`config.mk`:
```
export PLATFORM = sky130hd
export DESIGN_NAME = sparserTop
export DESIGN_NICKNAME = d
export VERILOG_FILES = /design/src/sparserPkg.sv /design/src/strobeDebounce.sv /design/src/portParser.sv /design/src/serialEngine.sv /design/src/sparserTop.sv
export SDC_FILE = /design/constraint.sdc
export NUM_CORES = 1
export LEC_CHECK = 0
export ABC_CLOCK_PERIOD_IN_PS = 3300
export BUFFER_PORTS_ARGS = -buffer_cell sky130_fd_sc_hd__buf_2
export CORE_ASPECT_RATIO = 0.75
export CORE_MARGIN = 10
export CORE_UTILIZATION = 30
export DETAILED_ROUTE_END_ITERATION = 8
export HOLD_SLACK_MARGIN = 0.12
export SYNTH_ARGS = -nofsm -noshare
export SYNTH_HDL_FRONTEND = slang
export SYNTH_SLANG_ARGS = --single-unit
```
`constraint.sdc`:
```
create_clock -name ICK -period 3.3 [get_ports ICK]
set_clock_uncertainty 0.15 [all_clocks]
set_input_delay 0.66 -clock ICK [delete_from_list [all_inputs] [get_ports ICK]]
set_output_delay 0.66 -clock ICK [all_outputs]
set_load 0.02 [all_outputs]
```
`src/sparserPkg.sv`:
```
// Shared widths, lengths and transaction kinds of the parallel to serial bridge
package sparserPkg;

        // Serial data word and parallel data bus
        localparam int WordW = 32;
        localparam int ByteW = 8;
        localparam int DataBytes = 4;

        // Bit counter and last-bit index width
        localparam int CntW = 5;

        // An address write always sends four bits
        localparam logic [CntW-1:0] AddrLastBit = 5'd3;

        // Host strobes, index 0 is the strobe and index 1 is autofeed
        localparam int StrobeLines = 2;

        // Equal samples needed before a debounced level moves
        localparam int DebounceLen = 3;

        // Transaction kinds handed from the parser to the serial engine
        typedef enum logic [1:0] {
                OpWrAddr = 2'd0,
                OpWrData = 2'd1,
                OpRdData = 2'd2
        } opKindT;

endpackage

```
`src/strobeDebounce.sv`:
```
module strobeDebounce (
        input  logic ICK,
        input  logic RST,
        input  logic raw,
        output logic level
);

        logic [1:0] syncQ;
        logic [$clog2(sparserPkg::DebounceLen + 1)-1:0] stableCnt;

        // Two-flop synchronizer, idle level of the strobe is high
        always_ff @(posedge ICK or posedge RST) begin
                if (RST) begin
                        syncQ <= 2'b11;
                end else begin
                        syncQ <= {syncQ[0], raw};
                end
        end

        // Count samples that differ from the current level and
        // move the level once enough of them arrived in a row
        always_ff @(posedge ICK or posedge RST) begin
                if (RST) begin
                        stableCnt <= '0;
                        level <= 1'b1;
                end else if (syncQ[1] == level) begin
                        stableCnt <= '0;
                end else if (int'(stableCnt) == sparserPkg::DebounceLen - 1) begin
                        stableCnt <= '0;
                        level <= syncQ[1];
                end else begin
                        stableCnt <= stableCnt + 1'b1;
                end
        end

endmodule

```
`src/portParser.sv`:
```
module portParser (
        input  logic                               ICK,
        input  logic                               RST,
        input  logic                               nStb,
        input  logic                               nAufd,
        input  logic [sparserPkg::ByteW-1:0]       ppdIn,
        output logic [sparserPkg::ByteW-1:0]       ppdOut,
        output logic                               ppdOe,
        output logic                               busy,
        output logic                               launch,
        output sparserPkg::opKindT                 opKind,
        output logic [sparserPkg::WordW-1:0]       txWord,
        output logic [sparserPkg::CntW-1:0]        lastBit,
        input  logic [sparserPkg::WordW-1:0]       rxWord,
        input  logic                               done
);

        typedef enum logic [3:0] {
                StIdle      = 4'h0,
                StCmdWait   = 4'h1,
                StCmdHold   = 4'h2,
                StAddrWait  = 4'h3,
                StDataWait  = 4'h4,
                StDataLatch = 4'h5,
                StWrRun     = 4'h6,
                StRdRun     = 4'h7,
                StRdWait    = 4'h8,
                StRdShow    = 4'h9
        } stateT;

        stateT state;
        stateT nextState;

        logic [sparserPkg::ByteW-1:0] cmd;
        logic [sparserPkg::DataBytes-1:0][sparserPkg::ByteW-1:0] wrBytes;
        logic [sparserPkg::DataBytes-1:0][sparserPkg::ByteW-1:0] rxBytes;
        logic [$clog2(sparserPkg::DataBytes)-1:0] wrCnt;
        logic [$clog2(sparserPkg::DataBytes)-1:0] rdCnt;
        logic cmdStart;
        logic byteSave;
        logic byteNext;
        logic goRun;

        // Command decode, the top two bits pick the transaction
        always_comb begin
                case (cmd[7:6])
                        2'b10:   opKind = sparserPkg::OpWrData;
                        2'b11:   opKind = sparserPkg::OpRdData;
                        default: opKind = sparserPkg::OpWrAddr;
                endcase
        end

        always_comb begin
                nextState = state;
                case (state)
                        StIdle:      if (!nStb) nextState = StCmdWait;
                        StCmdWait:   if (!nAufd) nextState = StCmdHold;
                        StCmdHold: begin
                                if (nAufd) begin
                                        case (opKind)
                                                sparserPkg::OpWrData: nextState = StDataWait;
                                                sparserPkg::OpRdData: nextState = StRdRun;
                                                default:              nextState = StAddrWait;
                                        endcase
                                end
                        end
                        StAddrWait:  if (nStb) nextState = StWrRun;
                        StDataWait: begin
                                if (nStb) begin
                                        nextState = StWrRun;
                                end else if (!nAufd) begin
                                        nextState = StDataLatch;
                                end
                        end
                        StDataLatch: if (nAufd) nextState = StDataWait;
                        StWrRun:     if (done) nextState = StIdle;
                        StRdRun:     if (done) nextState = StRdWait;
                        StRdWait: begin
                                if (nStb) begin
                                        nextState = StIdle;
                                end else if (!nAufd) begin
                                        nextState = StRdShow;
                                end
                        end
                        StRdShow:    if (nAufd) nextState = StRdWait;
                        default:     nextState = StIdle;
                endcase
        end

        assign cmdStart = (state == StCmdWait) && (nextState == StCmdHold);
        assign byteSave = (state == StDataWait) && (nextState == StDataLatch);
        assign byteNext = (state == StRdShow) && (nextState == StRdWait);
        assign goRun = (nextState != state) &&
                       ((nextState == StWrRun) || (nextState == StRdRun));

        always_ff @(posedge ICK or posedge RST) begin
                if (RST) begin
                        state <= StIdle;
                        launch <= 1'b0;
                        busy <= 1'b0;
                end else begin
                        state <= nextState;
                        launch <= goRun;
                        // Busy follows the state being entered
                        if ((nextState == StCmdWait) || (nextState == StRdShow)) begin
                                busy <= 1'b1;
                        end else if ((nextState == StIdle) || (nextState == StRdWait)) begin
                                busy <= 1'b0;
                        end
                end
        end

        // Byte counters restart with every command
        always_ff @(posedge ICK or posedge RST) begin
                if (RST) begin
                        wrCnt <= '0;
                        rdCnt <= '0;
                end else if (cmdStart) begin
                        wrCnt <= '0;
                        rdCnt <= '0;
                end else begin
                        if (byteSave) wrCnt <= wrCnt + 1'b1;
                        if (byteNext) rdCnt <= rdCnt + 1'b1;
                end
        end

        always_ff @(posedge ICK) begin
                if (cmdStart) begin
                        cmd <= ppdIn;
                end
        end

        // Bytes that the host does not send stay zero
        always_ff @(posedge ICK) begin
                if (cmdStart) begin
                        wrBytes <= '0;
                end else if (byteSave) begin
                        wrBytes[wrCnt] <= ppdIn;
                end
        end

        assign txWord = (opKind == sparserPkg::OpWrAddr) ?
                        {{(sparserPkg::WordW - 4){1'b0}}, cmd[3:0]} : wrBytes;
        assign lastBit = (opKind == sparserPkg::OpWrAddr) ?
                         sparserPkg::AddrLastBit : cmd[sparserPkg::CntW-1:0];

        // Read result goes out lowest byte first
        assign rxBytes = rxWord;
        assign ppdOut = rxBytes[rdCnt];
        assign ppdOe = (state == StRdShow);

        oeWithinBusy: assert property (@(posedge ICK) disable iff (RST) ppdOe |-> busy)
                else $error("ppdOe is high while busy is low");

        launchSingle: assert property (@(posedge ICK) disable iff (RST) launch |=> !launch)
                else $error("launch held for more than one cycle");

endmodule

```
`src/serialEngine.sv`:
```
module serialEngine (
        input  logic                          ICK,
        input  logic                          RST,
        input  logic                          launch,
        input  sparserPkg::opKindT            opKind,
        input  logic [sparserPkg::WordW-1:0]  txWord,
        input  logic [sparserPkg::CntW-1:0]   lastBit,
        output logic [sparserPkg::WordW-1:0]  rxWord,
        output logic                          done,
        output logic                          ims,
        output logic                          idOut,
        input  logic                          idIn,
        output logic                          idOe
);

        sparserPkg::opKindT kindQ;
        logic [sparserPkg::WordW-1:0] txQ;
        logic [sparserPkg::CntW-1:0] lastQ;
        logic [sparserPkg::CntW-1:0] bitCnt;
        logic finish;
        logic endQ;

        // Last bit of the transfer is on the line in this cycle
        assign finish = !ims && (bitCnt == lastQ);

        // The select stays low for lastBit plus 1 cycles, then done
        // follows one cycle after the select is back high
        always_ff @(posedge ICK or posedge RST) begin
                if (RST) begin
                        ims <= 1'b1;
                        bitCnt <= '0;
                        lastQ <= '0;
                        kindQ <= sparserPkg::OpWrAddr;
                        endQ <= 1'b0;
                        done <= 1'b0;
                end else begin
                        endQ <= finish;
                        done <= endQ;
                        if (launch) begin
                                ims <= 1'b0;
                                bitCnt <= '0;
                                lastQ <= lastBit;
                                kindQ <= opKind;
                        end else if (finish) begin
                                ims <= 1'b1;
                        end else if (!ims) begin
                                bitCnt <= bitCnt + 1'b1;
                        end
                end
        end

        always_ff @(posedge ICK) begin
                if (launch) begin
                        txQ <= txWord;
                end
        end

        // Write bits leave on the falling edge with bit 0 first
        always_ff @(negedge ICK) begin
                idOut <= txQ[bitCnt];
        end

        assign idOe = !ims && (kindQ != sparserPkg::OpRdData);

        // The chip sends its top bit first, so shifting in from the
        // low end leaves the word in its natural order
        always_ff @(posedge ICK) begin
                if (launch) begin
                        rxWord <= '0;
                end else if (!ims && (kindQ == sparserPkg::OpRdData)) begin
                        rxWord <= {rxWord[sparserPkg::WordW-2:0], idIn};
                end
        end

        launchWhenIdle: assert property (@(posedge ICK) disable iff (RST) launch |-> ims)
                else $error("launch arrived during a serial transfer");

        noDriveOnRead: assert property (@(posedge ICK) disable iff (RST)
                (launch && (opKind == sparserPkg::OpRdData)) |=> !idOe)
                else $error("serial line driven during a read");

endmodule

```
`src/sparserTop.sv`:
```
module sparserTop (
        input  logic                          ICK,
        input  logic                          RST,
        input  logic                          nStbRaw,
        input  logic                          nAufdRaw,
        input  logic [sparserPkg::ByteW-1:0]  ppdIn,
        output logic [sparserPkg::ByteW-1:0]  ppdOut,
        output logic                          ppdOe,
        output logic                          busy,
        output logic                          ims,
        input  logic                          idIn,
        output logic                          idOut,
        output logic                          idOe
);

        logic [sparserPkg::StrobeLines-1:0] rawLines;
        logic [sparserPkg::StrobeLines-1:0] lineLevel;
        logic launch;
        sparserPkg::opKindT opKind;
        logic [sparserPkg::WordW-1:0] txWord;
        logic [sparserPkg::CntW-1:0] lastBit;
        logic [sparserPkg::WordW-1:0] rxWord;
        logic done;

        // Index 0 is the strobe, index 1 is autofeed
        assign rawLines = {nAufdRaw, nStbRaw};

        for (genvar i = 0; i < sparserPkg::StrobeLines; i++) begin : gDebounce
                strobeDebounce u_strobeDebounce (
                        .ICK   (ICK),
                        .RST   (RST),
                        .raw   (rawLines[i]),
                        .level (lineLevel[i])
                );
        end

        portParser u_portParser (
                .ICK     (ICK),
                .RST     (RST),
                .nStb    (lineLevel[0]),
                .nAufd   (lineLevel[1]),
                .ppdIn   (ppdIn),
                .ppdOut  (ppdOut),
                .ppdOe   (ppdOe),
                .busy    (busy),
                .launch  (launch),
                .opKind  (opKind),
                .txWord  (txWord),
                .lastBit (lastBit),
                .rxWord  (rxWord),
                .done    (done)
        );

        serialEngine u_serialEngine (
                .ICK     (ICK),
                .RST     (RST),
                .launch  (launch),
                .opKind  (opKind),
                .txWord  (txWord),
                .lastBit (lastBit),
                .rxWord  (rxWord),
                .done    (done),
                .ims     (ims),
                .idOut   (idOut),
                .idIn    (idIn),
                .idOe    (idOe)
        );

endmodule

```
After elaboration in Yosys (flattened, before gate mapping)
Index checks and enable logic that the tools add are counted.
{"block": "word_totals", "register_bits": 140, "input_bits": 13, "out_inout_bits": 13, "wordCells": 128}
{"block": "classes", "add_sub_neg": 5, "magnitude_cmp": 4, "n_eq_ne": 30, "muxes": 39, "bitwise": 2, "reduce_logical": 22}
{"operator": "4-bit two-way mux", "count": 13}
{"operator": "4-bit case mux with 10 select lines", "count": 1}
{"operator": "32-bit bitwise mux", "count": 1}
{"operator": "4-bit by 3-bit == test with 1-bit output, second input constant", "count": 7}
{"operator": "5-bit two-way mux", "count": 4}
{"operator": "8-bit binary-select mux with 2-bit select", "count": 1}
{"operator": "8-bit demux with 2-bit select", "count": 1}
{"operator": "4-bit == test, second input constant", "count": 4}
{"operator": "2-bit two-way mux", "count": 8}
{"operator": "8-bit two-way mux", "count": 2}
{"operator": "2-bit == test, second input constant", "count": 6}
{"operator": "4-bit by 2-bit == test with 1-bit output, second input constant", "count": 3}
{"operator": "2-bit by 1-bit adder with 2-bit output, second input constant", "count": 4}
{"operator": "4-bit by 1-bit == test with 1-bit output, second input constant", "count": 2}
{"operator": "1-bit logical AND", "count": 8}
{"operator": "4-bit zero test", "count": 2}
{"operator": "2-bit nonzero test", "count": 4}
{"operator": "2-bit by 3-bit < comparator with 1-bit output, second input constant", "count": 2}
{"operator": "5-bit by 6-bit < comparator with 1-bit output, second input constant", "count": 1}
{"operator": "2-bit != test, second input constant", "count": 3}
{"operator": "3-bit case mux with 2 select lines", "count": 1}
{"operator": "2-bit AND reduction", "count": 3}
{"operator": "5-bit by 1-bit adder with 5-bit output, second input constant", "count": 1}
{"operator": "1-bit binary-select mux with 5-bit select", "count": 1}
{"operator": "11 further kinds", "count": 19}

Longest topological paths before layout
Gate-level depths: netlist of the first run.
{"block": "logic_depth", "depth_word": 10, "mapped_depth": 6, "ltp_nobuf": 6}

Cells and area by module
A second synthesis of the first run with hierarchy kept.
{"block": "hier_totals", "cells_unflattened": 546, "area_unflattened_um2": 6092.1}
{"mod": "serialEngine", "instances": 1, "cells_per_inst": 273, "area_per_inst_um2": 3129.3, "seq_area_each_um2": 1998.2}
{"mod": "portParser", "instances": 1, "cells_per_inst": 251, "area_per_inst_um2": 2597.5, "seq_area_each_um2": 1101.1}
{"mod": "strobeDebounce", "instances": 2, "cells_per_inst": 11, "area_per_inst_um2": 182.7, "seq_area_each_um2": 128.9}

==> results.md, run 1 <==
- Status: finished, violations left
- Failing checks: setup timing
- Top FF cell, synth: dfxtp_1
- Die W: between 150 and 200 um
- Initial antenna violation count: 0
- Register area share after synthesis: 57.4%
- N_diodes: 0
- Starting Density: 30.4%
- Max VDD drop: slightly below 0.3 mV
- Core area: 0.0193 mm^2
- CP bufs+invs: 1
- Vias per cell: 4.69
- Setup Fix Bufs, Post-CTS: 0
- RSZ-0062 raised after global routing: yes
- Pin count of the biggest net entering global routing: between 40 and 50
- Final slew viol count: 0
- CP max FO: 1
- Area Overhead vs Synth: 16.6%
- NetSw: 2.04 mW
- Final WS setup: -0.0248 ns
- Number of synthesized flops with an enable pin: 39
- Clk_lat worst skew: 0.42 ns
- Top-area cell type share of the netlist area: 22.2%
- Post-synthesis net count: around 590
- Crit end category: output port
- Rows: 44
- Max transition margin: 46.5%
- Max clock buf depth: 2
- Comb power frac: 24.4%
- Internal power: just under 4 mW
- Maxcap violations: 0
- Sequential Power Share: around 45%
- Async SR Flop Fraction: 25.2%
- Mean Syn Cell Area: 10.3 um^2
- # nets final: 603
- CTS buffer count: 17
- Yosys warnings: 0
- Hold Crit Depth: 1
- Vias in the first global route: between 3,000 and 4,000
- Synth Cell Area: 0.00585 mm^2
- Clk pwr share: 31.1%
- Routability cong.: 0.767
- Crit path largest cell delay: 0.30 ns
- Crit-path cells: buf_6
- Final HPWL DP: 8160 um
- Detailed router's first-iteration violation count: around 300
- Reg2reg start: u_serialEngine.bitCnt[2]
- Global-route wire length before repair: between 20,000 and 25,000 um
- Worst Reg-to-Reg Cells: 6
- Reg-to-Reg End: u_serialEngine.idOut
- CTS tree: built
- Gr usage total: roughly a tenth
- Switching Share: between 30% and 40%
- Hold crit path type: in -> reg
- P per Cell Area: 880 mW/mm^2
- Delay-heaviest family, CP: flip-flops
- Top-count cell post-synth: nand2_1
- Synth Instances: 566
- CTS H-tree depth: 4
- # DRC: 0
- Top Ports: 26
- Slew @ Worst Pin: 0.801 ns
- Final Hold Vio Count: 0
- IO buf count: 25
- Slowest CP cell: dfxtp_2
- Drt pass-1 iters: 4
- Via count: between 3,000 and 4,000
- Critical Path Start: u_serialEngine.idOut
- Routed len/inst: 14.3 um
- Total grt overflow: 0
- Overall power: 6.01 mW
- Hold path start: nAufdRaw
- Synth cell types: 48
- Critical path launch point type: flip-flop
- Worst-path clk slew: 0.07 ns
- Die Y: between 100 and 150 um
- Die area: approximately 0.026 mm^2
- CTS root buffer: clkbuf_16
- Post-route ant nets: 0
- Required time of the critical path: ~2.5 ns
- Final WL: about 12,000 um
- Final Setup Violations: 1
- Seq cells post-synth: roughly 140
- Dominant cell type by area after synthesis: dfxtp_1
- Hold Path Sink: gDebounce[1].u_strobeDebounce.syncQ[0]
- R2r setup slk: 0.13 ns
- Place WS: 0.0977 ns
- P_leak: 2.53 nW
- Arrival time at the worst endpoint: 2.51 ns
- Top post-synthesis cells by count: 110 x nand2_1, 76 x a21oi_1, 65 x dfxtp_1
- Crit Path Category: reg -> out
- Clock Sinks: 139
- Share of layout cells above drive strength 1: 16.6%
- Synth area leaders: dfxtp_1 22%, edfxtp_1 20%, dfrtp_1 12%
[registers in the layout (all words and copies together), names as in the netlist, 2 cells and up]
signal,count
u_portParser.wrBytes,32
gDebounce.u_strobeDebounce.syncQ,4
u_serialEngine.bitCnt,5
u_portParser.cmd,7
u_portParser.rdCnt,2
u_portParser.state,4
u_portParser.wrCnt,2
gDebounce.u_strobeDebounce.stableCnt,4
u_serialEngine.txQ,32
u_serialEngine.kindQ,2
u_serialEngine.lastQ,5
u_serialEngine.rxWord,32
gDebounce.u_strobeDebounce.level,2
[kinds of logic (layout without fill, tap and decap cells)]
kind of cell	Yosys count	in the layout	synth area share [%]
adders and majority gates	6	6	1.28
and+or+nand+nor	224	224	18.3
muxes	34	34	7.70
xor gates and xnor gates	14	14	2.09
DFF	139	139	57.4
AOI/OAI and AO/OA	101	101	9.77
buffers and inverters	48	79	3.51
[how the worst max path moves through the flow]
stage          slack, ns                    to  depth (start not counted)
6_report           -0.02                 idOut                          1
5_1_grt            -0.08                 idOut                          1
4_1_cts            -0.04                 idOut                          1
3_5_place_dp         0.1  u_serialEngine.idOut                          6
3_3_place_gp        0.15  u_serialEngine.idOut                          6
2_1_floorplan       0.07  u_serialEngine.idOut                          6
[power groups by stage]
stage | clock (mW) | combinational [mW] | sequential (mW)
global placement | 0.00379 | 1.44 | 2.71
global route | 2.00 | 1.65 | 2.76
detailed placement | 0.00379 | 1.47 | 2.71
finish | 1.87 | 1.47 | 2.68
CTS | 1.92 | 1.48 | 2.68
floorplan | 0.00379 | 1.21 | 2.53
[area by class of cell]
| cell class | count | area [um^2] |
|---|---|---|
| inverter | 10 | 37.5 |
| clock buffer | 17 | 425 |
| timing repair buffer | 36 | 226 |
| fill | 1934 | 12400 |
| clock inverter | 16 | 159 |
| sequential | 139 | 3360 |
| tap | 253 | 317 |
| multi-input combinational | 379 | 2300 |
[cell usage in the layout, fill, tap and decap left out, types with 3 or more instances in the layout]
| cell | n |
|---|---|
| a22o_1 | 4 |
| dfstp_2 | 7 |
| inv_6 | 5 |
| xor2_1 | 8 |
| dfxtp_1 | 64 |
| nor2_1 | 17 |
| inv_4 | 3 |
| mux2i_1 | 18 |
| dfrtp_1 | 27 |
| buf_4 | 10 |
| ha_1 | 6 |
| nand4b_1 | 3 |
| nor2b_1 | 33 |
| nor3_1 | 5 |
| inv_1 | 11 |
| nand3_1 | 36 |
| edfxtp_1 | 39 |
| nand2_1 | 110 |
| xnor2_1 | 6 |
| mux2_2 | 8 |
| a21oi_1 | 76 |
| buf_2 | 24 |
| nand2b_1 | 6 |
| o21ai_0 | 5 |
| mux4_2 | 8 |
| clkbuf_16 | 17 |
[per-layer routing]
metal | GRT usage [%] | vias to the layer above | wire length, um
li1 | - | 2006 | -
met1 | 14.4 | 1902 | 6470
met2 | 12.9 | 68 | 5110
met3 | 2.71 | 9 | 431
met4 | 3.84 | 0 | 131
met5 | 0 | - | 0
[repair_timing]
| action | CTS | global route |
|---|---|---|
| gates cloned | 0 | 0 |
| resized for setup | 3 | 0 |
| hold buffers | 0 | 0 |
| setup endpoints to repair | 1 | 1 |
| pin swaps | 0 | 0 |
[metrics by stage]
stage	hold WS [ns]	utilization (%)	area (um^2)	setup TNS (ns)	cells
floorplan	0.181	-	5850	0	566
global placement	0.196	32.4	6240	0	818
detailed placement	0.199	32.4	6240	0	818
CTS	0.164	35.4	6830	-0.0366	850
global route	0.163	35.4	6830	-0.0776	850
finish	0.181	35.4	6830	-0.0248	850
No activity file was read; power rests on OpenSTA's default activity.
==> run 2, diff against run 1 <==
--- a/config.mk
+++ b/config.mk
@@ -5,6 +5,7 @@
 export SDC_FILE = /design/constraint.sdc
 export NUM_CORES = 1
 export LEC_CHECK = 0
+export ABC_AREA = 1
 export ABC_CLOCK_PERIOD_IN_PS = 3300
 export BUFFER_PORTS_ARGS = -buffer_cell sky130_fd_sc_hd__buf_2
 export CORE_ASPECT_RATIO = 0.75
@@ -14,4 +15,5 @@
 export HOLD_SLACK_MARGIN = 0.12
 export SYNTH_ARGS = -nofsm -noshare
 export SYNTH_HDL_FRONTEND = slang
+export SYNTH_HIERARCHICAL = 1
 export SYNTH_SLANG_ARGS = --single-unit
==> run 2 against run 1 <==
Effect of this change: the run still ends with setup timing left; global-route usage increased by 0.48 points; register-to-register slack gained 0.10 ns; design area is 6.5% higher; die area is 6.0% higher; critical path depth unchanged; hold slack improved by 0.0074 ns; combinational power up 46%; final cell count rose by 26%; via count is 18% higher; clock-buffer cell count increased by 13; sequential cell count is the same.
==> results.md, run 2 <==
- Arrival time at the worst endpoint: 2.51 ns (about the same)
- Placed Area: 0.00662 mm^2 (+6.1%)
- Core area: 0.0204 mm^2 (+5.8%)
- Finished Cell Area: 0.00727 mm^2 (+6.5%)
- Max transition margin: 39.2% (-7.3 points)
- Crit Path Category: reg -> out
- Async SR Flop Fraction: 25.2% (unchanged)
- Final WL: 13,500 um (+11%)
- Final Hold Vio Count: 0 (unchanged)
- Mean Syn Cell Area: 8.30 um^2 (-20%)
- Dominant cell type by area after synthesis: dfxtp_1
- Post-synthesis net count: 773 (+32%)
- Final core occ: 35.7% (+0.24 points)
- Final Setup Violations: 1 (unchanged)
- Global-route wire length before repair: 22,700 um (+11%)
- Final HPWL DP: 9170 um (+12%)
- Delay-heaviest family, CP: flip-flops
- Clock Sinks: 139 (unchanged)
- Top-area cell type share of the netlist area: 20.8% (-1.4 points)
- Crit end category: output port
- RSZ-0062 raised after global routing: yes
- Required time of the critical path: 2.49 ns (about the same)
- Commonest non-fill, non-tap cells in the layout: 128 x nand2_1, 123 x inv_1, 85 x o21ai_0
- Gr usage total: 10.3% (+0.48 points)
- Top FF cell, synth: dfxtp_1
- CP max FO: 1 (unchanged)
- Via count: 4,694 (+18%)
- Number of synthesized flops with an enable pin: 39 (unchanged)
- CTS buffer count: 17 (unchanged)
- Clk_lat worst skew: 0.42 ns (about the same)
- CP bufs+invs: 1 (unchanged)
- P_leak: 3.32 nW (+31%)
- Area Overhead vs Synth: 16.2%
- Hold crit path type: in -> reg
- Die Y: 145 um (+2.9%)
- Die W: 187 um (+3.0%)
- Final slew viol count: 0 (unchanged)
- Vias per cell: 4.39 (-6.4%)
- Seq cells post-synth: 139 (unchanged)
- Drt pass-1 iters: 5 (+1)
- CTS H-tree depth: 4 (unchanged)
- Most common cell after layout, fill and taps aside: nand2_1
- Detailed router's first-iteration violation count: 362 (+23%)
- Worst-path clk slew: 0.05 ns (-0.02 ns)
- Routability cong.: 0.840 (+9.5%)
- Max clock buf depth: 2 (unchanged)
- Top-count cell post-synth: nand2_1
- Slowest CP cell: dfxtp_2
- FILL cells: 2,135 (+10%)
- # nets final: 794 (+32%)
- Die area: 0.0271 mm^2 (+6.0%)
- Starting Density: 30.7% (+0.33 points)
- CTS root buffer: clkbuf_16
- P per Cell Area: 940 mW/mm^2 (+6.8%)
- Synth cell types: 38 (-21%)
- N_diodes: 0 (unchanged)
- Critical path launch point type: flip-flop
- Synth Cell Area: 0.00626 mm^2 (+6.9%)
- Slew @ Worst Pin: 0.911 ns (+0.110 ns)
- Overall power: 6.83 mW (+14%)
- Synth Instances: 754 (+33%)
- Share of layout cells above drive strength 1: 13.3% (-3.3 points)
- CTS tree: built
- Fin Setup TNS: -0.0225 ns (+0.00224 ns)
- Synth area leaders: dfxtp_1 21%, edfxtp_1 19%, dfrtp_1 11%
- # DRC: 0 (unchanged)
- R2r setup slk: 0.23 ns (+0.10 ns)
- Post-route ant nets: 0 (unchanged)
- Register area share after synthesis: 53.6% (-3.7 points)
- Top Ports: 26 (unchanged)
- IO buf count: 25 (unchanged)
- Status: finished, violations left
- Failing checks: setup timing
- Routed len/inst: 12.6 um (-11%)
- Total grt overflow: 0 (unchanged)
- Crit path largest cell delay: 0.30 ns (about the same)
- Max VDD drop: 0.401 mV (+38%)
- Largest regs: u_portParser/wrBytes x32, u_serialEngine/rxWord x32, u_serialEngine/txQ x32
- Final WS setup: -0.0225 ns (+0.00224 ns)
- Cell Count, Final, Fillers Out: 1,070 (+26%)
- Maxcap violations: 0 (unchanged)
- Yosys warnings: 6 (+6)
- Vias in the first global route: 4,442 (+18%)
- Initial antenna violation count: 0 (unchanged)
- Top post-synthesis cells by count: 128 x nand2_1, 123 x inv_1, 85 x o21ai_0
- Dpl cells: 1,037 (+27%)
- Crit-path cells: buf_6
- Pin count of the biggest net entering global routing: 65 (+51%)
- Rows: 45 (+2.3%)
-- run 2: cell types whose count changed after synthesis, moves of 7 or more --
cell / previous run / this run
a21oi_1: 76 / 66
clkbuf_1: 25 / 12
inv_1: 11 / 123
inv_2: 0 / 9
mux2_2: 8 / 0
mux2i_1: 18 / 0
mux4_2: 8 / 0
nand2_1: 110 / 128
nor2_1: 17 / 70
nor2b_1: 33 / 0
o21ai_0: 5 / 85
o21ai_1: 0 / 7
o22ai_1: 1 / 8
-- run 2: kinds of logic (layout without fill, tap and decap cells) --
group | count (synthesis) | in the layout | share of synthesized area [%]
fa+ha+maj | 6 | 6 | 1.20
compound gates | 173 | 173 | 14.3
xor+xnor | 5 | 5 | 0.700
buf+inv | 164 | 198 | 10.9
simple gates | 267 | 267 | 19.2
flops | 139 | 139 | 53.6
-- run 2: area by class of cell --
| cell class | instances | area (um^2) | area share (%) |
|---|---|---|---|
| Clock buffer | 30 | 598 | 8.23 |
| Clock inverter | 3 | 40.0 | 0.551 |
| Inverter | 132 | 495 | 6.82 |
| Multi-Input combinational cell | 451 | 2220 | 30.5 |
| Sequential cell | 139 | 3360 | 46.2 |
| Tap cell | 282 | 353 | 4.85 |
| Timing Repair Buffer | 33 | 206 | 2.84 |
-- run 2: power breakdown --
group | total [mW] | internal, mW | switching (mW)
registers | 2.70 | 2.36 | 0.341
logic | 2.14 | 0.740 | 1.40
clock network | 1.99 | 1.30 | 0.696
total | 6.83 | 4.40 | 2.44
-- run 2: routing by layer --
layer	wire, um	GRT usage (%)
met5	0	0
met1	6990	14.3
met2	5810	14.6
met3	545	3.01
met4	184	3.62
-- run 2: through the flow --
stage | hold slack (ns) | worst slack [ns]
after global routing | 0.171 | -0.0595
final | 0.189 | -0.0225
after global placement | 0.185 | 0.249
after CTS | 0.173 | -0.0373
after detailed placement | 0.195 | 0.246
after floorplan | 0.181 | 0.289
-- run 2: repair_timing --
item,CTS,global route
gates resized for setup,3,0
hold buffers,1,0
setup endpoints to repair,1,1
setup buffers,0,0
endpoints found under the hold margin,4,0
-- run 2: worst paths after layout --
kind | start | to | cells past startpoint
max in group asynchronous | RST | u_serialEngine/lastQ[2] | 3
worst max register to register | u_serialEngine/bitCnt[1] | u_serialEngine/idOut | 8
worst max-delay path | u_serialEngine/idOut | idOut | 1
worst min register to register | u_serialEngine/endQ | u_serialEngine/done | 0
worst min-delay path | nAufdRaw | gDebounce[1].u_strobeDebounce/syncQ[0] | 1
min in group asynchronous | RST | gDebounce[0].u_strobeDebounce/stableCnt[0] | 3
==> run 3, diff against run 2 <==
--- a/config.mk
+++ b/config.mk
@@ -10,7 +10,7 @@
 export BUFFER_PORTS_ARGS = -buffer_cell sky130_fd_sc_hd__buf_2
 export CORE_ASPECT_RATIO = 0.75
 export CORE_MARGIN = 10
-export CORE_UTILIZATION = 30
+export CORE_UTILIZATION = 40
 export DETAILED_ROUTE_END_ITERATION = 8
 export HOLD_SLACK_MARGIN = 0.12
 export SYNTH_ARGS = -nofsm -noshare
==> run 3 against run 2 <==
Effect of this change: the flow still finishes with violations (setup timing); hold slack improved by 0.00072 ns; first-iteration DRC count rose by 16%; power fell by 3.2%; combinational power barely moved; sequential share of layout area rose by 1.1 points; non-clock buffer count rose by 1; core utilization rose by 11 points; sequential power barely moved; final cell count fell by 7.1%.
==> results.md, run 3 (synthesis gave the netlist of run 2 again) <==
- Overall power: 6.62 mW (-3.2%)
- Worst Reg-to-Reg Cells: 8 (unchanged)
- Failing checks: setup timing
- CTS H-tree depth: 4 (unchanged)
- Die area: 0.0211 mm^2 (-22%)
- Slew @ Worst Pin: 1.06 ns (+0.149 ns)
- Reg2reg start: u_serialEngine/bitCnt[1]
- Gr usage total: 12.9% (+2.7 points)
- Max clock buf depth: 2 (unchanged)
- RSZ-0062 raised after global routing: yes
- Crit Path Category: reg -> out
- Status: finished, violations left
- Slowest CP cell: dfxtp_2
- Hold Crit Depth: 1 (unchanged)
- Total grt overflow: 0 (unchanged)
- Largest regs: u_portParser/wrBytes x32, u_serialEngine/rxWord x32, u_serialEngine/txQ x32
- Die Y: 128 um (-12%)
- Detailed router's first-iteration violation count: 419 (+16%)
- # nets final: 795 (+0.13%)
- Grt peak-use layer: met1
- Global-route wire length before repair: 21,600 um (-4.7%)
- Maxcap violations: 0 (unchanged)
- Crit-path cells: buf_6
- Worst-path clk slew: 0.06 ns (about the same)
- GR Util met2: 17.2% (+2.5 points)
- Die W: 164 um (-12%)
- Vias in the first global route: 4,238 (-4.6%)
- Vias per cell: 4.65 (+5.9%)
- CTS root buffer: clkbuf_16
- Post-route ant nets: 0 (unchanged)
- Final WS setup: -0.0161 ns (+0.00642 ns)
- Rows: 39 (-13%)
- Area Overhead vs Synth: 13.6%
- Reg-to-Reg End: u_serialEngine/idOut
- Placed Area: 0.00652 mm^2 (-1.5%)
- Hold Path Sink: gDebounce[1].u_strobeDebounce/syncQ[0]
- R2r setup slk: 0.29 ns (+0.06 ns)
- CTS buffer count: 17 (unchanged)
- Hold crit path type: in -> reg
- CP max FO: 1 (unchanged)
- Place WS: 0.282 ns (+0.0354 ns)
- Met1 usage: 19.4% (+5.1 points)
- Delay-heaviest family, CP: flip-flops
- Pin count of the biggest net entering global routing: 65 (unchanged)
- CTS tree: built
- Top Ports: 26 (unchanged)
- Met3 Track Usage GR: 3.98% (+0.97 points)
- Clk_lat worst skew: 0.42 ns (about the same)
- Routed len/inst: 13.0 um (+2.9%)
- Via count: 4,618 (-1.6%)
- IO buf count: 25 (unchanged)
- Most common cell after layout, fill and taps aside: nand2_1
- Initial antenna violation count: 0 (unchanged)
- Hold path start: nAufdRaw
- # DRC: 0 (unchanged)
- Max transition margin: 29.3% (-9.8 points)
- N_diodes: 0 (unchanged)
- Share of layout cells above drive strength 1: 14.1% (+0.74 points)
- Final core occ: 46.5% (+11 points)
- Arrival time at the worst endpoint: 2.51 ns (about the same)
- Final slew viol count: 0 (unchanged)
- Crit path largest cell delay: 0.30 ns (about the same)
- Final Setup Violations: 1 (unchanged)
- Clock Sinks: 139 (unchanged)
- Routability cong.: 0.867 (+3.2%)
- Finished Cell Area: 0.00711 mm^2 (-2.2%)
- Fin Setup TNS: -0.0161 ns (+0.00642 ns)
- Final HPWL DP: 8960 um (-2.4%)
- Required time of the critical path: 2.49 ns (about the same)
- Core area: 0.0153 mm^2 (-25%)
- Crit end category: output port
- Final Hold Vio Count: 0 (unchanged)
- Starting Density: 41.0% (+10 points)
- Final WL: 12,900 um (-4.4%)
- Commonest non-fill, non-tap cells in the layout: 128 x nand2_1, 123 x inv_1, 85 x o21ai_0
- Max VDD drop: 0.401 mV (+0.12%)
- Drt pass-1 iters: 5 (unchanged)
- Critical path launch point type: flip-flop
- CP bufs+invs: 1 (unchanged)
- P per Cell Area: 931 mW/mm^2 (-0.95%)
- P_leak: 3.29 nW (-1.0%)
- FILL cells: 1,505 (-30%)
-- run 3: per-layer routing --
metal  part of all wire, %  routed length [um]
met2                    40                5220
met5                     0                   0
met4                  0.69                  89
met1                    55                7120
met3                   4.0                 514
-- run 3: cell type report --
cell class	instances	area, um^2	area share (%)
clock buffers	20	489	6.88
clock inverters	13	87.6	1.23
inverters	132	495	6.97
multi-input cells	451	2220	31.2
flip-flops and latches	139	3360	47.3
well taps	205	256	3.61
repair buffers	34	201	2.83
-- run 3: power breakdown --
part	internal, mW	switching [mW]
logic	0.732	1.39
clock network	1.07	0.734
registers	2.36	0.328
-- run 3: how the worst max path moves through the flow --
stage | startpoint | to | cells past startpoint
after floorplan | u_serialEngine/bitCnt[0] | u_serialEngine/idOut | 8
after global placement | u_serialEngine/bitCnt[1] | u_serialEngine/idOut | 8
after detailed placement | u_serialEngine/bitCnt[0] | u_serialEngine/idOut | 9
after CTS | u_serialEngine/idOut | idOut | 1
after global routing | u_serialEngine/idOut | idOut | 1
final | u_serialEngine/idOut | idOut | 1
-- run 3: timing repair --
action / CTS / global route
endpoints found under the hold margin: 5 / 0
setup endpoints to repair: 1 / 1
hold buffers: 1 / 0
pin swaps: 0 / 0
gates cloned: 0 / 0
setup buffers: 0 / 0
resized for setup: 3 / 0
-- run 3: through the flow --
stage                     cells  hold WS [ns]
after floorplan             754         0.181
after global placement      961         0.183
after detailed placement    961         0.194
after CTS                   994         0.170
after global routing        994         0.164
final                       994         0.190
